--- src/source/rv_pkg.sv ---
package rv_pkg;

	// major opcodes, rv32i base set.
	localparam logic [6:0] op_lui    = 7'b0110111;
	localparam logic [6:0] op_auipc  = 7'b0010111;
	localparam logic [6:0] op_jal    = 7'b1101111;
	localparam logic [6:0] op_jalr   = 7'b1100111;
	localparam logic [6:0] op_branch = 7'b1100011;
	localparam logic [6:0] op_load   = 7'b0000011;
	localparam logic [6:0] op_store  = 7'b0100011;
	localparam logic [6:0] op_itype  = 7'b0010011;
	localparam logic [6:0] op_rtype  = 7'b0110011;
	localparam logic [6:0] op_fence  = 7'b0001111;
	localparam logic [6:0] op_system = 7'b1110011;

	typedef enum logic [2:0] {
		fmt_none = 3'd0,
		fmt_u    = 3'd1,
		fmt_j    = 3'd2,
		fmt_i    = 3'd3,
		fmt_b    = 3'd4,
		fmt_s    = 3'd5,
		fmt_r    = 3'd6
	} fmt_e;

	// raw_imm holds the immediate bits packed low, unshifted.
	typedef struct packed {
		logic [6:0]  opcode;
		logic [2:0]  funct3;
		logic [6:0]  funct7;
		logic [4:0]  rs1;
		logic [4:0]  rs2;
		logic [4:0]  rd;
		logic [19:0] raw_imm;
		fmt_e        fmt;
	} fields_t;

	typedef enum logic [3:0] {
		alu_add    = 4'd0,
		alu_sub    = 4'd1,
		alu_sll    = 4'd2,
		alu_slt    = 4'd3,
		alu_sltu   = 4'd4,
		alu_xor    = 4'd5,
		alu_srl    = 4'd6,
		alu_sra    = 4'd7,
		alu_or     = 4'd8,
		alu_and    = 4'd9,
		alu_pass_b = 4'd10
	} alu_op_e;

	typedef struct packed {
		alu_op_e alu_op;
		logic    src_a_pc;  // operand a is the pc.
		logic    src_b_imm; // operand b is the immediate.
		logic    mem_read;
		logic    mem_write;
		logic    reg_write;
		logic    branch;
		logic    jump;
		logic    link;      // rd gets pc + 4.
		logic    system;
		logic    illegal;
	} ctrl_t;

	typedef struct packed {
		logic [31:0] rs1_data;
		logic [31:0] rs2_data;
		logic [31:0] imm;
		logic [4:0]  rd;
		logic [2:0]  funct3;
		ctrl_t       ctrl;
	} decoded_t;

	typedef struct packed {
		logic [4:0]  rd;
		logic [31:0] data;
	} wb_t;

endpackage
--- src/source/ctrl_decode.sv ---
module ctrl_decode (
	input  rv_pkg::fields_t fields,
	output rv_pkg::ctrl_t   ctrl
);

	// alt selects sub or sra where funct3 allows it.
	function automatic rv_pkg::alu_op_e alu_from_funct3(input logic [2:0] f3, input logic alt);
		rv_pkg::alu_op_e op;
		case (f3)
			3'b000:  op = alt ? rv_pkg::alu_sub : rv_pkg::alu_add;
			3'b001:  op = rv_pkg::alu_sll;
			3'b010:  op = rv_pkg::alu_slt;
			3'b011:  op = rv_pkg::alu_sltu;
			3'b100:  op = rv_pkg::alu_xor;
			3'b101:  op = alt ? rv_pkg::alu_sra : rv_pkg::alu_srl;
			3'b110:  op = rv_pkg::alu_or;
			default: op = rv_pkg::alu_and;
		endcase
		return op;
	endfunction

	logic shift_alt;

	// i-type has no funct7 field, imm[10] is instr[30].
	assign shift_alt = (fields.funct3 == 3'b101) && fields.raw_imm[10];

	always_comb begin
		ctrl = '0;
		ctrl.alu_op = rv_pkg::alu_add;
		case (fields.opcode)
			rv_pkg::op_lui: begin
				ctrl.alu_op = rv_pkg::alu_pass_b;
				ctrl.src_b_imm = 1'b1;
				ctrl.reg_write = 1'b1;
			end
			rv_pkg::op_auipc: begin
				ctrl.src_a_pc = 1'b1;
				ctrl.src_b_imm = 1'b1;
				ctrl.reg_write = 1'b1;
			end
			rv_pkg::op_jal: begin
				ctrl.src_a_pc = 1'b1;
				ctrl.src_b_imm = 1'b1;
				ctrl.jump = 1'b1;
				ctrl.link = 1'b1;
				ctrl.reg_write = 1'b1;
			end
			rv_pkg::op_jalr: begin
				ctrl.src_b_imm = 1'b1;
				ctrl.jump = 1'b1;
				ctrl.link = 1'b1;
				ctrl.reg_write = 1'b1;
			end
			rv_pkg::op_branch: begin
				ctrl.branch = 1'b1;
				// compare op, target add lives in execute.
				case (fields.funct3[2:1])
					2'b00:   ctrl.alu_op = rv_pkg::alu_sub;
					2'b10:   ctrl.alu_op = rv_pkg::alu_slt;
					default: ctrl.alu_op = rv_pkg::alu_sltu;
				endcase
			end
			rv_pkg::op_load: begin
				ctrl.src_b_imm = 1'b1;
				ctrl.mem_read = 1'b1;
				ctrl.reg_write = 1'b1;
			end
			rv_pkg::op_store: begin
				ctrl.src_b_imm = 1'b1;
				ctrl.mem_write = 1'b1;
			end
			rv_pkg::op_itype: begin
				ctrl.alu_op = alu_from_funct3(fields.funct3, shift_alt);
				ctrl.src_b_imm = 1'b1;
				ctrl.reg_write = 1'b1;
			end
			rv_pkg::op_rtype: begin
				ctrl.alu_op = alu_from_funct3(fields.funct3, fields.funct7[5]);
				ctrl.reg_write = 1'b1;
				ctrl.illegal = (fields.funct7 != 7'h00) && (fields.funct7 != 7'h20);
			end
			rv_pkg::op_fence, rv_pkg::op_system: begin
				ctrl.system = 1'b1;
			end
			default: begin
				ctrl.illegal = 1'b1;
			end
		endcase
		if (ctrl.illegal) begin
			ctrl.reg_write = 1'b0;
			ctrl.mem_write = 1'b0;
		end
	end

endmodule

--- src/source/decode_stage.sv ---
module decode_stage (
	input  logic             clk,
	input  logic             rst_n,
	input  logic             instr_valid,
	input  logic [31:0]      instr,
	input  logic             wb_valid,
	input  rv_pkg::wb_t      wb,
	output logic             out_valid,
	output rv_pkg::decoded_t out
);

	rv_pkg::fields_t  fields;
	rv_pkg::ctrl_t    ctrl;
	rv_pkg::decoded_t next;
	logic [31:0]      imm;
	logic [31:0]      rs1_data;
	logic [31:0]      rs2_data;

	instr_fields u_fields (
		.instr  (instr),
		.fields (fields)
	);

	imm_gen u_imm (
		.fields (fields),
		.imm    (imm)
	);

	ctrl_decode u_ctrl (
		.fields (fields),
		.ctrl   (ctrl)
	);

	// unused ports read x0, so absent operands come out zero.
	reg_file u_regs (
		.clk      (clk),
		.rst_n    (rst_n),
		.rs1      (fields.rs1),
		.rs2      (fields.rs2),
		.rs1_data (rs1_data),
		.rs2_data (rs2_data),
		.wb_valid (wb_valid),
		.wb       (wb)
	);

	always_comb begin
		next.rs1_data = rs1_data;
		next.rs2_data = rs2_data;
		next.imm = imm;
		next.rd = fields.rd;
		next.funct3 = fields.funct3;
		next.ctrl = ctrl;
	end

	always_ff @(posedge clk or negedge rst_n) begin
		if (!rst_n) begin
			out_valid <= 1'b0;
			out <= '0;
		end else begin
			out_valid <= instr_valid;
			if (instr_valid) out <= next; // hold between strobes.
		end
	end

endmodule

--- src/source/imm_gen.sv ---
module imm_gen (
	input  rv_pkg::fields_t fields,
	output logic [31:0]     imm
);

	logic [19:0] raw;

	assign raw = fields.raw_imm;

	always_comb begin
		case (fields.fmt)
			rv_pkg::fmt_i, rv_pkg::fmt_s: begin
				imm = {{20{raw[11]}}, raw[11:0]};
			end

			rv_pkg::fmt_b: begin
				imm = {{19{raw[11]}}, raw[11:0], 1'b0}; // halfword aligned.
			end

			rv_pkg::fmt_j: begin
				imm = {{11{raw[19]}}, raw[19:0], 1'b0};
			end

			rv_pkg::fmt_u: begin
				imm = {raw, 12'b0}; // upper 20 bits.
			end

			default: begin
				imm = '0;
			end
		endcase
	end

endmodule

--- src/source/instr_fields.sv ---
module instr_fields (
	input  logic [31:0]     instr,
	output rv_pkg::fields_t fields
);

	logic [6:0] opcode;

	assign opcode = instr[6:0];

	always_comb begin
		fields = '0;
		fields.opcode = opcode;
		case (opcode)
			rv_pkg::op_lui, rv_pkg::op_auipc: begin
				fields.fmt = rv_pkg::fmt_u;
				fields.rd = instr[11:7];
				fields.raw_imm = instr[31:12];
			end

			rv_pkg::op_jal: begin
				fields.fmt = rv_pkg::fmt_j;
				fields.rd = instr[11:7];
				// imm[20|10:1|11|19:12] scrambled in the encoding.
				fields.raw_imm = {instr[31], instr[19:12], instr[20], instr[30:21]};
			end

			rv_pkg::op_jalr, rv_pkg::op_load, rv_pkg::op_itype,
			rv_pkg::op_fence, rv_pkg::op_system: begin
				fields.fmt = rv_pkg::fmt_i;
				fields.rd = instr[11:7];
				fields.funct3 = instr[14:12];
				fields.rs1 = instr[19:15];
				fields.raw_imm = {8'b0, instr[31:20]};
			end

			rv_pkg::op_branch: begin
				fields.fmt = rv_pkg::fmt_b;
				fields.funct3 = instr[14:12];
				fields.rs1 = instr[19:15];
				fields.rs2 = instr[24:20];
				fields.raw_imm = {8'b0, instr[31], instr[7], instr[30:25], instr[11:8]};
			end

			rv_pkg::op_store: begin
				fields.fmt = rv_pkg::fmt_s;
				fields.funct3 = instr[14:12];
				fields.rs1 = instr[19:15];
				fields.rs2 = instr[24:20];
				fields.raw_imm = {8'b0, instr[31:25], instr[11:7]};
			end

			rv_pkg::op_rtype: begin
				fields.fmt = rv_pkg::fmt_r;
				fields.rd = instr[11:7];
				fields.funct3 = instr[14:12];
				fields.rs1 = instr[19:15];
				fields.rs2 = instr[24:20];
				fields.funct7 = instr[31:25];
			end

			default: begin
				// unknown opcode, everything zero incl. opcode.
				fields = '0;
				fields.fmt = rv_pkg::fmt_none;
			end
		endcase
	end

endmodule

--- src/source/reg_file.sv ---
module reg_file (
	input  logic          clk,
	input  logic          rst_n,
	input  logic [4:0]    rs1,
	input  logic [4:0]    rs2,
	output logic [31:0]   rs1_data,
	output logic [31:0]   rs2_data,
	input  logic          wb_valid,
	input  rv_pkg::wb_t   wb
);

	logic [31:0] regs [1:31]; // x0 is not stored.
	logic        wr_en;

	assign wr_en = wb_valid && (wb.rd != 5'd0);

	always_ff @(posedge clk or negedge rst_n) begin
		if (!rst_n) begin
			for (int i = 1; i < 32; i++) begin
				regs[i] <= '0;
			end
		end else if (wr_en) begin
			regs[wb.rd] <= wb.data;
		end
	end

	// same-cycle write wins over the stored value.
	always_comb begin
		if (rs1 == 5'd0) rs1_data = '0;
		else if (wr_en && wb.rd == rs1) rs1_data = wb.data;
		else rs1_data = regs[rs1];

		if (rs2 == 5'd0) rs2_data = '0;
		else if (wr_en && wb.rd == rs2) rs2_data = wb.data;
		else rs2_data = regs[rs2];
	end

endmodule

--- config.mk ---
export PLATFORM = sky130hd
export DESIGN_NAME = decode_stage
export DESIGN_NICKNAME = d
export VERILOG_FILES = /design/src/source/rv_pkg.sv /design/src/source/ctrl_decode.sv /design/src/source/decode_stage.sv /design/src/source/imm_gen.sv /design/src/source/instr_fields.sv /design/src/source/reg_file.sv
export SDC_FILE = /design/constraint.sdc
export NUM_CORES = 2
export LEC_CHECK = 0
export ABC_AREA = 0
export ABC_CLOCK_PERIOD_IN_PS = 3900
export BUFFER_PORTS_ARGS = -buffer_cell sky130_fd_sc_hd__buf_2
export CORE_MARGIN = 5
export CORE_UTILIZATION = 30
export CTS_BUF_LIST = sky130_fd_sc_hd__clkbuf_16
export DETAILED_ROUTE_END_ITERATION = 8
export SLEW_MARGIN = 10
export SYNTH_ARGS = -nofsm -noshare
export SYNTH_HDL_FRONTEND = slang
export SYNTH_SLANG_ARGS = --single-unit
--- constraint.sdc ---
create_clock -name clk -period 3.9 [get_ports clk]
set_input_delay 0.585 -clock clk [delete_from_list [all_inputs] [get_ports clk]]
set_output_delay 0.585 -clock clk [all_outputs]
set_load 0.05 [all_outputs]
# Word-level counts from Yosys, hierarchy flattened
# Index checks and enable logic that the tools add are counted.
word_totals:
  regBits: 1111
  input_bits: 73
  out_inout_bits: 119
  wordCells: 157
classes:
  magnitude_cmp: 4
  eq_ne: 37
  n_mux: 40
  n_bitwise: 3
  reduce_logical: 25
ops:
  columns: ["op", "count"]
  rows:
  - ["992-bit bitwise mux", 1]
  - ["32-bit binary-select mux with 5-bit select", 2]
  - ["32-bit 2-to-1 mux", 9]
  - ["32-bit demux with 5-bit select", 1]
  - ["32-bit one-hot mux with 4 select lines", 1]
  - ["20-bit one-hot mux with 5 select lines", 1]
  - ["7-bit equality test (second input constant)", 8]
  - ["4-bit one-hot mux with 7 select lines", 2]
  - ["7-bit by 6-bit equality test with 1-bit output (second input constant)", 6]
  - ["7-bit by 5-bit equality test with 1-bit output (second input constant)", 4]
  - ["6-bit >= comparator (second input constant)", 3]
  - ["5-bit inverter with 6-bit output", 3]
  - ["3-bit one-hot mux with 6 select lines", 1]
  - ["4-bit one-hot mux with 4 select lines", 1]
  - ["3-bit equality test (second input constant)", 5]
  - ["5-bit 2-to-1 mux", 3]
  - ["7-bit by 2-bit equality test with 1-bit output (second input constant)", 2]
  - ["7-bit by 4-bit equality test with 1-bit output (second input constant)", 2]
  - ["7-bit 2-to-1 mux", 2]
  - ["7-bit OR reduction", 2]
  - ["3-bit by 2-bit equality test with 1-bit output (second input constant)", 4]
  - ["1-bit 2-to-1 mux", 11]
  - ["11-bit OR reduction", 1]
  - ["5-bit equality test", 2]
  - ["other kinds (20)", 32]

# Logic depth before layout (Yosys ltp)
logic_depth:
  word_depth: 9
  ltp_mapped: 13
  depth_no_buf: 7

# Modules after synthesis
# A second synthesis with hierarchy kept.
hier_totals:
  cells_unflattened: 4190
  hier_area_um2: 60125.2
by_module_without_submodules:
  columns: ["module", "n_inst", "cells_each", "area_per_inst_um2", "seq_area_each_um2"]
  rows:
  - ["reg_file", 1, 3641, 53398.7, 24823.8]
  - ["decode_stage", 1, 250, 4471.8, 2977.9]
  - ["instr_fields", 1, 144, 997.2, 0.0]
  - ["imm_gen", 1, 90, 833.3, 0.0]
  - ["ctrl_decode", 1, 65, 424.2, 0.0]

# Worst setup path before layout
# Ideal clock, no wire load.
synth_timing:
  path_kind: "in2reg"
  from: "input port instr[3]"
  to: "register out[75] (netlist name)"
  setup_ns: 0.128
  arrival_ns: 2.567
  required_time_ns: 3.772
  setup_slack_ns: 1.205
  stages: 11
  path_buffers: 4
  cell_sequence: "buf_6 -> and4bb_1 -> buf_4 -> nand3_4 -> a221o_1 -> or4_1 -> buf_2 -> buf_6 -> nor2_1 -> nor2_1 -> a2bb2oi_1"
synth_via:
  elab_chain_cells: 9
  elab_cells_between_ends: 14
  cone_classes: "4 x eq/ne; 6 x mux; 1 x bitwise; 3 x reduce/logical"
synth_rtl:
  columns: ["item", "line_no", "source"]
  rows:
  - ["start: declaration", "decode_stage.sv:5", "input logic [31:0] instr,"]
  - ["7-bit equality test or 7-bit by 6-bit equality test with 1-bit output (tied branches)", "instr_fields.sv:13", "case (opcode)"]
  - ["3-bit OR reduction (no line) (*)", null, null]
  - ["5-bit 2-to-1 mux (*)", "instr_fields.sv:13", null]
  - ["5-bit inverter with 6-bit output (implied by the code)", "reg_file.sv:35", "else rs2_data = regs[rs2];"]
  - ["32-bit binary-select mux with 5-bit select", "reg_file.sv:35", null]
  - ["32-bit 2-to-1 mux (implied by the code) (2 in a row)", "reg_file.sv:35", null]
  - ["32-bit 2-to-1 mux", "reg_file.sv:34", "else if (wr_en && wb.rd == rs2) rs2_data = wb.data;"]
  - ["32-bit 2-to-1 mux (*)", "reg_file.sv:33", "if (rs2 == 5'd0) rs2_data = '0;"]
  - ["end signal: assignment", "decode_stage.sv:61", "if (instr_valid) out <= next;"]
  - ["end: declaration", "decode_stage.sv:9", "output rv_pkg::decoded_t out"]
# Mark *: on every way between the ends. The rest lies on a longest branch, timed or not. The select of a mux whose other input is x is not followed.
# A chain may end at the register's enable or synchronous reset.

# Worst setup path after layout
layout_timing:
  from: "input port instr[3]"
  to: "register out[108] (netlist name)"
layout_via:
  elab_chain_cells: 9
  elab_cells_between_ends: 19
  cone_classes: "9 x eq/ne; 6 x mux; 1 x bitwise; 3 x reduce/logical"
layout_rtl:
  columns: ["item", "line_no", "source"]
  rows:
  - ["7-bit equality test (tied with other cells)", "instr_fields.sv:13", null]
  - ["8-bit OR reduction (no line) (*)", null, null]
  - ["5-bit 2-to-1 mux (*)", "instr_fields.sv:13", null]
  - ["5-bit inverter with 6-bit output (implied by the code)", "reg_file.sv:31", "else rs1_data = regs[rs1];"]
  - ["32-bit binary-select mux with 5-bit select", "reg_file.sv:31", null]
  - ["32-bit 2-to-1 mux (implied by the code) (2 in a row)", "reg_file.sv:31", null]
  - ["32-bit 2-to-1 mux", "reg_file.sv:30", "else if (wr_en && wb.rd == rs1) rs1_data = wb.data;"]
  - ["32-bit 2-to-1 mux (*)", "reg_file.sv:29", "if (rs1 == 5'd0) rs1_data = '0;"]
# Marked as above.

==> flow_summary.ini <==
[setup_path]
critPathArrivalTime_ps = 3870
crit_path_top_delay_cell = a2111oi_0
critical_path.startpoint = instr[3]
cp_slowest_stage_delay_ps = 640
criticalPathCategory = input port to register
r2r_start = u_regs.regs[262]$_DFFE_PN0P_
path_buf_inv = 3
critPathLaunchType = input port
path_max_fanout = 20
worstPathCellList = buf_2 -> nand4bb_1 -> buf_4 -> a21oi_4 -> o21ai_4 -> buf_12 -> a211o_1 -> a2111oi_0 -> nor3_1 -> o2bb2ai_1
crit_family = compound AO/OA/AOI/OAI gates
crit_required_ps = 4610
cp-end-kind = register

[global_route]
use_met2_pct = 34.6
grt_use_met3_pct = 7.49
grt_max_degree = 133
grt_pass1_vias = 50300
use_met1_pct = 30.7
antenna_found_initial = 31
grt.busiest_layer = met2
grt_pass1_wl_um = 370000
grtUsageTotal_pct = 23.7
overflow = 0

[hold_path]
hold_path.class = input port to register
hold_start = instr[28]

[final_layout]
layout-drive-gt1-share_pct = 35.2
multiInputGateArea_um2 = 31100
nets = 5439
area_growth_pct = 15.1
final_cell_mix = mux2_2 (1225), dfrtp_1 (1110), mux2i_1 (333)
regArea_um2 = 27800
final_common_cell = mux2_2
nFillCells = 19900
fin_cells = 8162

[floorplan]
num_rows = 165
coreArea_um2 = 202000
ioPinCount = 192
die-area_um2 = 212000
start_util_pct = 30.1
dieHeight_um = 461
die_w_um = 461

[run_status]
outcome = finished, final reports clean

[power_and_ir_drop]
power_switching_mw = 9.33
ir_drop_uv = 401
comb_power_share_pct = 16.6
sw_frac_of_total_pct = 28.6
p_leak_nw = 29.9
clkPwrFrac_pct = 36.7
pwr-share-seq_pct = 46.7
p_per_area_nw_per_um2 = 465
internal-power_mw = 23.3

[synthesis]
synth_area_leaders = dfrtp_1 (46%), mux2_2 (23%), mux2i_1 (5.5%), a221oi_1 (3.0%), clkbuf_1 (2.5%)
ys_seq_elements = 1110
synth_top_area_share_pct = 45.6
ys_types = 82
synthesis.nets = 5469
synth_edf_count = 0
ys_warn_count = 0
synth_area_per_cell_um2 = 11.3
synth_cells = 5396
synth_area_um2 = 60900
synthArstFlopShare_pct = 100
yosysTopAreaCell = dfrtp_1
yosysSeqAreaShare_pct = 45.6
synth_ff_type = dfrtp_1

[routing]
wl_per_cell_um = 31.9
drt-pass1-iter-count = 8
avgViaCountPerCell = 6.24
drtIter0Drc = 7159
ant_nets = 0
drt_wl_total_um = 260000
vias = 51000
drc_errors = 0

[timing]
fin_setup_tns_ps = 0
period_needed_ps = 3160
layout_setup_ws_ps = 736
slew_headroom_pct = 31.9
fin_skew_ps = 36.8
fmax_mhz = 316
rsz0062_at_grt = false
period_share_pct = 81.1
final_max_slew_viol_count = 0
worst_pin_slew_ps = 1020
hold_viol = 0
setup_viol = 0

[placed_design]
dp_cells = 7915
routabilityCongestion = 0.891
io_buffers = 191
preCtsSetupSlack_ps = 115
hpwl_um = 155000

[cts]
clock-sinks = 1110
clk_pin_slew_worst_paths_ps = 60
cts_tree = built
ctsRootBufferMaster = clkbuf_16
cts.path.max_buffers = 3
htreeDepth = 3
cts_buffers = 120
clk_latency_ps = 800
ctsResizeCount = 0

[job]
cap_viol_max_count = 0
[worst register-to-register path, cell delays in order, from the launching register on]
cell and delay, ps:
dfrtp_1 400, mux2_2 270, a222oi_1 330, nand2_1 110, nand4_1 170, nand3_1 280, a32o_1 360
[final timing paths]
path,endpoint,cells after the start,slack (ps)
min in group asynchronous,out[32]$_DFFE_PN0P_,2,400
max,out[108]$_DFFE_PN0P_,10,740
max reg2reg,out[60]$_DFFE_PN0P_,6,1850
min,out[30]$_DFFE_PN0P_,2,50
min reg2reg,out[114]$_DFFE_PN0P_,1,500
max in group asynchronous,u_regs.regs[907]$_DFFE_PN0P_,3,2180
[Yosys cell counts (24+ instances only)]
cell and instances:
o32ai_1 30, nor4_1 37, o21ai_0 302, nor3_1 40, o22ai_1 64, nand2_1 201
a21boi_0 30, o2111ai_1 33, clkbuf_1 412, nand4_1 37, buf_2 116, mux2_2 1225
a221oi_1 210, nor2b_1 24, mux2i_1 333, nand3b_1 30, o2bb2ai_1 34, nor2_1 216
a22oi_1 57, nand3_1 35, buf_1 56, a211oi_1 89, a211o_1 32, o211ai_1 54
a2111oi_0 30, a221o_1 37, dfrtp_1 1110, and3_1 129, a22o_1 42, a21oi_1 137
[flip-flops by register name (all words and copies together) (netlist names)]
signal       cells
out            117
out_valid        1
u_regs.regs    992
[layout make-up]
type                       instances  area share (%)
antenna                           18          0.0643
clock buffer                     120            4.28
clock inverter                   108            1.44
inverter                          15          0.0839
multi-input combinational       3672            44.3
sequential                      1110            39.6
tap                             2672            4.77
timing repair buffer             447            5.43
[metal layers]
metal / vias up / wire length [um]
met5: - / 114
met4: 20 / 17000
met3: 899 / 31000
met2: 3416 / 110000
met1: 26100 / 102000
li1: 20500 / -
[power groups by stage]
stage | clock network (mW) | registers, mW | logic [mW]
2_1_floorplan | 0 | 14.9 | 3.86
3_3_place_gp | 0 | 15.2 | 5.19
6_report | 12.0 | 15.2 | 5.40
4_1_cts | 12.1 | 15.1 | 5.35
3_5_place_dp | 0 | 15.3 | 5.33
5_1_grt | 12.5 | 15.4 | 5.85
[cells by family after synthesis]
kind of cell / share of synthesized area, %
muxes: 28.3
AOI/OAI and AO/OA: 15.4
DFF: 45.6
and+or+nand+nor: 6.53
buffers and inverters: 4.13
xor gates and xnor gates: 0.0575
[per-stage QoR]
| stage | cell area, um^2 | power [mW] | hold slack [ps] | util (%) |
|---|---|---|---|---|
| floorplan | 60900 | 18.8 | 289 | - |
| global placement | 66000 | 20.4 | 468 | 32.7 |
| detailed placement | 66000 | 20.7 | 481 | 32.7 |
| CTS | 70100 | 32.5 | 18.5 | 34.7 |
| global route | 70100 | 33.8 | 39.1 | 34.7 |
| finish | 70100 | 32.6 | 54.5 | 34.7 |
[repair_timing]
item / 4_1_cts / 5_1_grt
setup buffers: 0 / 0
hold endpoints to repair: 45 / 0
hold buffers: 1 / 0
Note: power is estimated with default switching activity, not from simulation.
